## src/hw/cache_pkg.sv

```systemverilog
// Cache geometry package
// Sizes, width types and controller states of the single-block
// direct-mapped cache. One block of 128 words sits behind one tag.
`default_nettype none

package cache_pkg;

    // --------------------------------------------------
    // Geometry
    // --------------------------------------------------
    localparam int unsigned ADDR_W     = 32;
    localparam int unsigned DATA_W     = 32;
    localparam int unsigned LINE_WORDS = 128;
    // Byte offset inside one word
    localparam int unsigned OFFSET_W   = 2;
    // Word index inside the block
    localparam int unsigned INDEX_W    = $clog2(LINE_WORDS);
    // Address bits above bit 8 name the block
    localparam int unsigned TAG_W      = ADDR_W - INDEX_W - OFFSET_W;

    // --------------------------------------------------
    // Width types
    // --------------------------------------------------
    typedef logic [ADDR_W-1:0]   addr_t;
    typedef logic [DATA_W-1:0]   word_t;
    typedef logic [TAG_W-1:0]    tag_t;
    // Also serves as the burst beat counter
    typedef logic [INDEX_W-1:0]  word_idx_t;
    typedef logic [DATA_W/8-1:0] strb_t;

    // Controller states
    // Writeback runs through WB_*, refill through FILL_*
    typedef enum logic [2:0] {
        IDLE,
        WB_ADDR,
        WB_DATA,
        WB_RESP,
        FILL_ADDR,
        FILL_DATA
    } cache_state_t;

endpackage

`default_nettype wire

```

## src/hw/axi_burst_pkg.sv

```systemverilog
// Burst bus package
// Request and response bundles of the reduced AXI burst bus, the CPU
// request bundle and the burst constants that stay fixed on this bus
`default_nettype none

package axi_burst_pkg;

    import cache_pkg::*;

    // --------------------------------------------------
    // Fixed burst shape
    // --------------------------------------------------
    // One burst moves the whole block
    localparam int unsigned BURST_LEN        = LINE_WORDS;
    localparam int unsigned BURST_SIZE_BYTES = DATA_W / 8;
    localparam logic [1:0]  RESP_OKAY        = 2'b00;

    // CPU side request, held stable while stall is high
    typedef struct packed {
        addr_t addr;
        word_t write_data;
        logic  read_enable;
        logic  write_enable;
        strb_t byte_enable;
    } cpu_req_t;

    // Cache to memory
    typedef struct packed {
        logic  aw_valid;
        addr_t aw_addr;
        logic  w_valid;
        word_t w_data;
        logic  w_last;
        logic  b_ready;
        logic  ar_valid;
        addr_t ar_addr;
        logic  r_ready;
    } bus_req_t;

    // Memory to cache
    typedef struct packed {
        logic       aw_ready;
        logic       w_ready;
        logic       b_valid;
        logic [1:0] b_resp;
        logic       ar_ready;
        logic       r_valid;
        word_t      r_data;
        logic       r_last;
    } bus_rsp_t;

endpackage

`default_nettype wire

```

## src/hw/block_store.sv

```systemverilog
// Block data store
// Holds the 128 words of the cached block. The CPU port reads
// asynchronously and merges byte-masked hit writes. The burst port
// takes refill beats and presents the writeback word at the beat index.
`default_nettype none

module block_store
    import cache_pkg::*;
(
    input  wire logic      clk,

    // CPU word port
    input  wire word_idx_t cpu_index,
    input  wire word_t     write_data,
    input  wire strb_t     byte_enable,
    input  wire logic      hit_write,
    output word_t          read_data,

    // Burst word port
    input  wire word_idx_t burst_index,
    input  wire logic      fill_write,
    input  wire word_t     fill_data,
    output word_t          wb_data
);

    // --------------------------------------------------
    // Storage
    // --------------------------------------------------
    word_t mem [LINE_WORDS];

    // Byte lanes widened to a bit mask
    word_t byte_mask;
    // Addressed word with the enabled bytes replaced
    word_t merged_word;

    always_comb begin
        for (int lane = 0; lane < $bits(strb_t); lane++) begin
            byte_mask[lane*8 +: 8] = {8{byte_enable[lane]}};
        end
    end

    assign merged_word = (mem[cpu_index] & ~byte_mask) | (write_data & byte_mask);

    // --------------------------------------------------
    // Write side
    // --------------------------------------------------
    // Hit writes only happen in IDLE and fills only during the read burst,
    // so the two never meet in the same cycle
    always_ff @(posedge clk) begin
        if (hit_write) begin
            mem[cpu_index] <= merged_word;
        end else if (fill_write) begin
            // One refill beat per accepted r beat
            mem[burst_index] <= fill_data;
        end
    end

    // --------------------------------------------------
    // Read side
    // --------------------------------------------------
    // Hit read data in the same cycle as the address
    assign read_data = mem[cpu_index];

    // Writeback word follows the beat counter
    // stays put while w_ready is low
    assign wb_data = mem[burst_index];

endmodule

`default_nettype wire

```

## src/hw/line_tag.sv

```systemverilog
// Block tag and status
// Keeps the tag, valid and dirty bits of the single block and
// compares the stored tag against the request to produce hit
`default_nettype none

module line_tag
    import cache_pkg::*;
(
    input  wire logic clk,
    input  wire logic rst_n,

    input  wire tag_t req_tag,
    input  wire logic fill_done,
    input  wire logic wb_done,
    input  wire logic hit_write,

    output logic      hit,
    output logic      dirty,
    output tag_t      line_tag
);

    tag_t tag_q;
    logic valid_q;
    logic dirty_q;

    // --------------------------------------------------
    // Status bits
    // --------------------------------------------------
    always_ff @(posedge clk) begin
        if (!rst_n) begin
            valid_q <= 1'b0;
            dirty_q <= 1'b0;
        end else if (fill_done) begin
            // Fresh block from memory is clean
            valid_q <= 1'b1;
            dirty_q <= 1'b0;
        end else if (wb_done) begin
            dirty_q <= 1'b0;
        end else if (hit_write) begin
            dirty_q <= 1'b1;
        end
    end

    // Tag follows the request that caused the refill
    always_ff @(posedge clk) begin
        if (fill_done) begin
            tag_q <= req_tag;
        end
    end

    assign hit      = valid_q && (tag_q == req_tag);
    assign dirty    = dirty_q;
    assign line_tag = tag_q;

endmodule

`default_nettype wire

```

## src/hw/refill_ctrl.sv

```systemverilog
// Miss and flush controller
// Runs the writeback and refill bursts on the reduced AXI bus,
// counts the burst beats, drives the store's burst port and raises
// stall for misses, flushes and any non-idle state
`default_nettype none

module refill_ctrl
    import cache_pkg::*;
    import axi_burst_pkg::*;
(
    input  wire logic      clk,
    input  wire logic      rst_n,

    input  wire cpu_req_t  cpu,
    input  wire logic      flush,

    // Block status from the tag
    input  wire logic      hit,
    input  wire logic      dirty,
    input  wire tag_t      line_tag,
    input  wire word_t     wb_data,

    input  wire bus_rsp_t  bus_rsp,
    output bus_req_t       bus_req,

    output logic           hit_write,
    output logic           fill_write,
    output logic           fill_done,
    output logic           wb_done,
    output word_idx_t      burst_index,
    output logic           stall
);

    // Zero bits below the tag in a block base address
    localparam int unsigned BASE_ZERO_W = $clog2(BURST_LEN * BURST_SIZE_BYTES);
    localparam word_idx_t   LAST_BEAT   = word_idx_t'(BURST_LEN - 1);

    cache_state_t state_q;
    cache_state_t state_d;
    word_idx_t    beat_q;
    word_idx_t    beat_d;
    // Set when the writeback came from a flush order
    logic         flush_wb_q;
    logic         flush_wb_d;

    logic         req_active;
    logic         miss;
    logic         last_beat;
    tag_t         req_tag;
    addr_t        wb_base;
    addr_t        fill_base;

    // --------------------------------------------------
    // Request decode
    // --------------------------------------------------
    // Writes with no byte enabled count as no request
    assign req_active = cpu.read_enable | (cpu.write_enable & (|cpu.byte_enable));
    assign miss       = req_active & ~hit;
    assign req_tag    = cpu.addr[ADDR_W-1 -: TAG_W];
    assign last_beat  = (beat_q == LAST_BEAT);

    // Bursts always start at word 0 of the block
    assign wb_base   = {line_tag, {BASE_ZERO_W{1'b0}}};
    assign fill_base = {req_tag, {BASE_ZERO_W{1'b0}}};

    // Stall in the request cycle itself, before the FSM leaves IDLE
    assign stall     = (state_q != IDLE) | miss | flush;
    assign hit_write = (state_q == IDLE) & ~flush & hit & cpu.write_enable
                     & (|cpu.byte_enable);

    assign burst_index = beat_q;

    always_ff @(posedge clk) begin
        if (!rst_n) begin
            state_q    <= IDLE;
            beat_q     <= '0;
            flush_wb_q <= 1'b0;
        end else begin
            state_q    <= state_d;
            beat_q     <= beat_d;
            flush_wb_q <= flush_wb_d;
        end
    end

    // --------------------------------------------------
    // FSM and bus handshakes
    // --------------------------------------------------
    always_comb begin
        state_d    = state_q;
        beat_d     = beat_q;
        flush_wb_d = flush_wb_q;
        fill_write = 1'b0;
        fill_done  = 1'b0;
        wb_done    = 1'b0;

        // Payload is driven all the time, only the valids move
        bus_req         = '0;
        bus_req.aw_addr = wb_base;
        bus_req.w_data  = wb_data;
        bus_req.w_last  = last_beat;
        bus_req.ar_addr = fill_base;

        case (state_q)
            IDLE: begin
                beat_d = '0;
                // Flush wins over a pending miss
                if (flush) begin
                    flush_wb_d = 1'b1;
                    state_d    = WB_ADDR;
                end else if (miss) begin
                    flush_wb_d = 1'b0;
                    state_d    = dirty ? WB_ADDR : FILL_ADDR;
                end
            end
            WB_ADDR: begin
                bus_req.aw_valid = 1'b1;
                if (bus_rsp.aw_ready) begin
                    state_d = WB_DATA;
                end
            end
            WB_DATA: begin
                bus_req.w_valid = 1'b1;
                // Counter wraps to 0 after beat 127, ready for the refill
                if (bus_rsp.w_ready) begin
                    beat_d = beat_q + word_idx_t'(1);
                    if (last_beat) begin
                        state_d = WB_RESP;
                    end
                end
            end
            WB_RESP: begin
                bus_req.b_ready = 1'b1;
                // Any response code ends the writeback
                if (bus_rsp.b_valid) begin
                    wb_done = 1'b1;
                    state_d = flush_wb_q ? IDLE : FILL_ADDR;
                end
            end
            FILL_ADDR: begin
                bus_req.ar_valid = 1'b1;
                if (bus_rsp.ar_ready) begin
                    state_d = FILL_DATA;
                end
            end
            FILL_DATA: begin
                bus_req.r_ready = 1'b1;
                if (bus_rsp.r_valid) begin
                    fill_write = 1'b1;
                    beat_d     = beat_q + word_idx_t'(1);
                    // r_last closes the burst and loads the tag
                    if (bus_rsp.r_last) begin
                        fill_done = 1'b1;
                        state_d   = IDLE;
                    end
                end
            end
            default: begin
                state_d = IDLE;
            end
        endcase
    end

endmodule

`default_nettype wire

```

## src/hw/dm_cache.sv

```systemverilog
// Single-block direct-mapped cache, top level
// Splits the CPU address into tag and word index and connects the
// data store, the tag state and the miss controller
`default_nettype none

module dm_cache
    import cache_pkg::*;
    import axi_burst_pkg::*;
(
    input  wire logic     clk,
    input  wire logic     rst_n,

    input  wire cpu_req_t cpu,
    input  wire logic     flush,

    input  wire bus_rsp_t bus_rsp,
    output bus_req_t      bus_req,

    output word_t         read_data,
    output logic          stall
);

    // --------------------------------------------------
    // Address split
    // --------------------------------------------------
    word_idx_t cpu_index;
    tag_t      req_tag;

    assign cpu_index = cpu.addr[OFFSET_W +: INDEX_W];
    assign req_tag   = cpu.addr[ADDR_W-1 -: TAG_W];

    // Status from the tag to the controller
    logic      hit;
    logic      dirty;
    tag_t      stored_tag;

    // Burst port and update strobes
    word_t     wb_data;
    word_idx_t burst_index;
    logic      hit_write;
    logic      fill_write;
    logic      fill_done;
    logic      wb_done;

    block_store u_store (
        .clk         (clk),
        .cpu_index   (cpu_index),
        .write_data  (cpu.write_data),
        .byte_enable (cpu.byte_enable),
        .hit_write   (hit_write),
        .read_data   (read_data),
        .burst_index (burst_index),
        .fill_write  (fill_write),
        .fill_data   (bus_rsp.r_data),
        .wb_data     (wb_data)
    );

    line_tag u_tag (
        .clk       (clk),
        .rst_n     (rst_n),
        .req_tag   (req_tag),
        .fill_done (fill_done),
        .wb_done   (wb_done),
        .hit_write (hit_write),
        .hit       (hit),
        .dirty     (dirty),
        .line_tag  (stored_tag)
    );

    refill_ctrl u_ctrl (
        .clk         (clk),
        .rst_n       (rst_n),
        .cpu         (cpu),
        .flush       (flush),
        .hit         (hit),
        .dirty       (dirty),
        .line_tag    (stored_tag),
        .wb_data     (wb_data),
        .bus_rsp     (bus_rsp),
        .bus_req     (bus_req),
        .hit_write   (hit_write),
        .fill_write  (fill_write),
        .fill_done   (fill_done),
        .wb_done     (wb_done),
        .burst_index (burst_index),
        .stall       (stall)
    );

endmodule

`default_nettype wire

```

## config.mk

```make
export PLATFORM = sky130hd
export DESIGN_NAME = dm_cache
export DESIGN_NICKNAME = d
export VERILOG_FILES = /design/src/hw/cache_pkg.sv /design/src/hw/axi_burst_pkg.sv /design/src/hw/block_store.sv /design/src/hw/line_tag.sv /design/src/hw/refill_ctrl.sv /design/src/hw/dm_cache.sv
export SDC_FILE = /design/constraint.sdc
export NUM_CORES = 2
export LEC_CHECK = 0
export ABC_CLOCK_PERIOD_IN_PS = 6600
export BUFFER_PORTS_ARGS = -buffer_cell sky130_fd_sc_hd__buf_2
export CORE_MARGIN = 5
export CORE_UTILIZATION = 45
export CTS_CLUSTER_DIAMETER = 50
export DETAILED_ROUTE_END_ITERATION = 10
export GPL_ROUTABILITY_DRIVEN = 1
export SLEW_MARGIN = 20
export SYNTH_ARGS = -nofsm -noshare
export SYNTH_HDL_FRONTEND = slang
export SYNTH_SLANG_ARGS = --single-unit
export TNS_END_PERCENT = 10
```

## constraint.sdc

```tcl
create_clock -name clk -period 6.6 [get_ports clk]
set_input_delay 0.99 -clock clk [delete_from_list [all_inputs] [get_ports clk]]
set_output_delay 0.99 -clock clk [all_outputs]
set_load 0.03 [all_outputs]
```

Yosys cells after proc, flatten, opt, wreduce, memory -nomap -nowiden
Memories as Yosys holds them, arrays and structs flattened. A register that Yosys moved wholly into a read port is not among the register bits.
Cells that the tools add are included.
{"block": "word_totals", "in_bits": 113, "n_memories": 1, "mem_bits_rw": 4096, "wordCells": 89, "out_inout_bits": 135, "regBits": 36}
{"block": "op_classes", "n_bitwise": 16, "n_reduce_logical": 11, "n_addsub": 1, "n_eq_ne": 15, "muxes": 39}
{"name": "u_store.mem", "depth": 128, "width": 32, "read_ports": 2, "rd_clocked_by_memory_dff": 1, "write_ports": 1, "line_no": "block_store.sv:29", "rtl": "word_t mem [LINE_WORDS];"}
{"cell": "bitwise AND 32 bit", "count": 2}
{"cell": "two-way mux 7 bit", "count": 5}
{"cell": "two-way mux 3 bit", "count": 11}
{"cell": "two-way mux 32 bit", "count": 1}
{"cell": "NOT 32 bit", "count": 1}
{"cell": "OR 32 bit", "count": 1}
{"cell": "OR reduction 32 bit", "count": 1}
{"cell": "equality test 23 bit", "count": 1}
{"cell": "one-hot mux 7 bit (3 select lines)", "count": 1}
{"cell": "two-way mux 1 bit", "count": 20}
{"cell": "one-hot mux 3 bit (6 select lines)", "count": 1}
{"cell": "!= test 2 bit (second input constant)", "count": 6}
{"cell": "AND reduction 8 bit", "count": 1}
{"cell": "adder 7 x 1 -> 7 bit (second input constant)", "count": 1}
{"cell": "equality test 7 bit (second input constant)", "count": 1}
{"cell": "bitwise AND 1 bit", "count": 6}
{"cell": "equality test 3 x 2 -> 1 bit (second input constant)", "count": 2}
{"cell": "equality test 3 bit (second input constant)", "count": 2}
{"cell": "nonzero test 3 bit", "count": 2}
{"cell": "OR reduction 4 bit", "count": 1}
{"cell": "equality test 3 x 1 -> 1 bit (second input constant)", "count": 1}
{"cell": "zero test 3 bit", "count": 1}
{"cell": "!= test 3 x 2 -> 1 bit (second input constant)", "count": 1}
{"cell": "NOT 1 bit", "count": 3}
{"cell": "7 further kinds", "count": 9}

Depth between registers and ports, before layout
{"block": "depth", "depth_word": 9, "ltp_mapped": 11, "ltp_nobuf": 8}

By module
Synthesis repeated with hierarchy kept, for this count alone.
{"block": "unflattened", "hier_cells": 9279, "hier_area_um2": 189840.8}
{"module": "block_store", "cells_each": 9028, "n_inst": 1, "area_each_um2": 187365.9, "seq_area_each_um2": 122998.0}
{"module": "refill_ctrl", "cells_each": 192, "n_inst": 1, "area_each_um2": 1468.9, "seq_area_each_um2": 220.2}
{"module": "line_tag", "cells_each": 59, "n_inst": 1, "area_each_um2": 1006.0, "seq_area_each_um2": 730.7}

Least setup slack after synthesis
No wires, ideal clock.
{"block": "synth_path", "kind": "input to register", "start": "input cpu[40] (netlist bit)", "end": "memory u_store.mem[0][22] (netlist bit), data pin", "path_buffers": 4, "arrival_time_ns": 4.758, "required_time_ns": 6.068, "cell_stages": 11, "setup_ns": 0.532, "slack_ns": 1.310, "path_cell_list": "buf_4 > or3_1 > clkbuf_1 > buf_2 > buf_2 > o22ai_1 > a211oi_1 > nand2_1 > nand2_1 > nor4_2 > a221o_1"}
{"block": "synth_via", "elab_chain_cells": 4}
{"element": "start, declared", "line_no": "dm_cache.sv:13", "rtl": "input wire cpu_req_t cpu,"}
{"element": "memory (128 x 32 bit)"}
{"element": "named net read_data[22]", "line_no": "dm_cache.sv:19", "rtl": "output word_t read_data,"}
{"element": "bitwise AND 32 bit", "line_no": "block_store.sv:42", "rtl": "assign merged_word = (mem[cpu_index] & ~byte_mask) | (write_data & byte_mask);"}
{"element": "OR 32 bit", "line_no": "block_store.sv:42"}
{"element": "two-way mux 32 bit (no source line)"}
{"element": "end, declared", "line_no": "block_store.sv:29"}
The timed path passes the listed nets, and every way through them passes these cells.

==> impl_metrics.tcl <==
set metrics [dict create \
    ant_nets 0 \
    cts_tree "built" \
    vias_per_cell 6.950 \
    synth_top_family_by_area "multiplexers" \
    final_nets 9839 \
    synthMuxAreaShare_pct 27.07 \
    clk_pin_slew_ps 60 \
    wire_per_inst_um 40.87 \
    clk_latency_ps 1030 \
    grt_usage_pct 28.98 \
    critPathArrivalTime_ps 5290 \
    grt_pass1_vias 110200 \
    setup_viol 0 \
    utilization_pct 51.77 \
    route.detailed.drc 0 \
    hold_class "in -> reg" \
    antenna_found_initial 46 \
    synth_flop_cell "edfxtp_1" \
    root_buffer "clkbuf_16" \
    tns_ps 0 \
    synthesis.area_um2 189400 \
    status "complete, no violations" \
    io_buffers 225 \
    yosys.area_share.adder_pct 0.006606 \
    htreeDepth 5 \
    yosys.area_share.xor_xnor_pct 0.1202 \
    vias 108900 \
    switchingPower_mw 16.43 \
    die-area_um2 434000 \
    start_util_pct 45.11 \
    ir_drop_mv 0.2501 \
    hold_viol 0 \
    cts.sinks 4139 \
    clock_path_buffers 4 \
    rows 238 \
    die_w_um 658.8 \
    synth_simple_gate_area_share_pct 1.809 \
    cts_setup_buffers 0 \
    ys_seq_area_share_pct 65.52 \
    r2r_end "u_store.mem[47][6]" \
    min_period_ps 6278 \
    grt_max_degree 129 \
    crit_fanout 81 \
    ys_seq_elements 4139 \
    place_hpwl_mm 397.5 \
    worstReg2RegStart "u_tag.line_tag[9]" \
    ff2ff_path_depth 9 \
    grt_overflow_total 0 \
    area_growth_pct 14.76 \
    p_int_mw 49.37 \
    synth_cells 9223 \
    drt_iter0_drc 14930 \
    end_kind "output pin" \
    multiInputGateArea_um2 63430 \
    synth_compound_area_share_pct 3.588 \
    place_area_um2 201500 \
    seqCellArea_um2 124100 \
    final_area_um2 217400 \
    layout-drive-gt1-share_pct 37.41 \
    final_common_cell "edfxtp_1" \
    clkPwrFrac_pct 40.2 \
    cts_buffers 475 \
    io_pins 248 \
    p_per_area_nw_per_um2 302.8 \
    combPwrFrac_pct 14.2 \
    drv_cap 0 \
    synth_warnings 0 \
    leakage_nw 67.23 \
    slew_viol_final 0 \
    path_class "reg -> out" \
    grt_pass1_wl_mm 880.0 \
    n_fill_cell 32680 \
    skew_ps 96.12 \
    cts.repair.resized 0 \
    avgSynthCellArea_um2 20.54 \
    worst_slew_pin_slew_ps 1273 \
    slew_headroom_pct 15.10 \
    synth_edf_count 4119 \
    final_cell_mix "edfxtp_1 (4119), mux4_2 (2048), mux2i_1 (514)" \
    grt_setup_unrepaired "false" \
    p_seq_share_pct 45.5 \
    fmax_mhz 159.3 \
    gp_congestion 0.8943 \
    wl_mm 640.2 \
    fin_crit_sh_pct 95.12 \
    r2r_slack_ps 1860 \
    synth_cell_types 48 \
    cp-start-kind "flop" \
    core_um2 419900 \
    power_mw 65.81 \
    cts_hold_buf 0 \
    die_h_um 658.8 \
    synth-async-reset-ratio_pct 0 \
    critical_path_required_ps 5610 \
    netSwitchingFraction_pct 24.97 \
    dr.pass1.iters 6 \
    cp-endpoint "bus_req[53]" \
]
==> cell type report <==
class	count	share of cell area [%]
diodes	25	0.02878
clock buffers	543	5.664
clock inverters	327	1.530
inverters	5	0.008635
multi-input cells	4317	29.18
flip-flops and latches	4139	57.10
well taps	5520	3.178
repair buffers	787	3.309
==> sequential cells by signal, summed over array words and instances, names as in the netlist, named ones only <==
register and cells:
u_ctrl.burst_index 7, u_ctrl.flush_wb_q 1, u_ctrl.state_q 3, u_store.mem 4096
u_tag.dirty 1, u_tag.line_tag 23, u_tag.valid_q 1
==> routing by layer <==
layer	track usage [%]	vias up	wire, um
met5	0	-	184
met4	12.89	26	34260
met3	7.533	1373	70710
met2	45.05	6667	300000
met1	38.83	59190	235000
li1	-	41610	-
==> how the worst min path moves through the flow <==
stage	from	end	depth (start not counted)
floorplan	u_tag.valid_q	u_tag.valid_q	1
global placement	u_ctrl.flush_wb_q	u_ctrl.flush_wb_q	2
detailed placement	u_tag.valid_q	u_tag.valid_q	1
CTS	cpu[51]	u_tag.line_tag[4]	1
global route	cpu[59]	u_tag.line_tag[12]	1
finish	cpu[66]	u_tag.line_tag[19]	1
==> cells by family after synthesis <==
| kind of cell | count (synthesis) |
|---|---|
| AOI/OAI and AO/OA | 964 |
| xor gates and xnor gates | 26 |
| adders and majority gates | 1 |
| buffers and inverters | 784 |
| DFF | 4139 |
| muxes | 2562 |
| other | 1 |
| and+or+nand+nor | 746 |
==> synthesized netlist by cell type, types with 50 or more instances <==
cell      number  share of area [%]
buf_4         50               0.20
a211oi_1     256                1.0
clkbuf_1     331               0.66
buf_1         55               0.11
mux2i_1      514                2.7
mux4_2      2048                 24
a22oi_1      256                1.0
edfxtp_1    4119                 65
nand2_1      427               0.85
nor2_1       153               0.30
o22ai_1      386                1.3
buf_2        340               0.90
==> power groups by stage <==
| stage | logic, mW | clock network [mW] | registers, mW |
|---|---|---|---|
| global placement | 9.20 | 0 | 30.5 |
| floorplan | 6.09 | 0 | 30.6 |
| global route | 9.82 | 27.9 | 30.0 |
| finish | 9.37 | 26.5 | 30.0 |
| detailed placement | 9.34 | 0 | 30.5 |
| CTS | 9.36 | 26.7 | 30.0 |
==> critical path, cell delays in order (launching register included) <==
cell	delay, ps
dfxtp_4	820
buf_12	570
buf_4	570
mux4_2	340
mux4_2	270
o22ai_1	140
nor4_2	940
buf_2	360
==> stage by stage <==
stage / setup slack [ps] / hold slack, ps / cells
floorplan: 1310 / 440.4 / 9240
finish: 321.8 / 210.5 / 15660
CTS: 325.6 / 130.9 / 15630
detailed placement: 807.0 / 463.4 / 14760
global placement: 972.8 / 460.7 / 14760
global route: 254.3 / 181.1 / 15650
No activity file was read; power rests on OpenSTA's default activity.
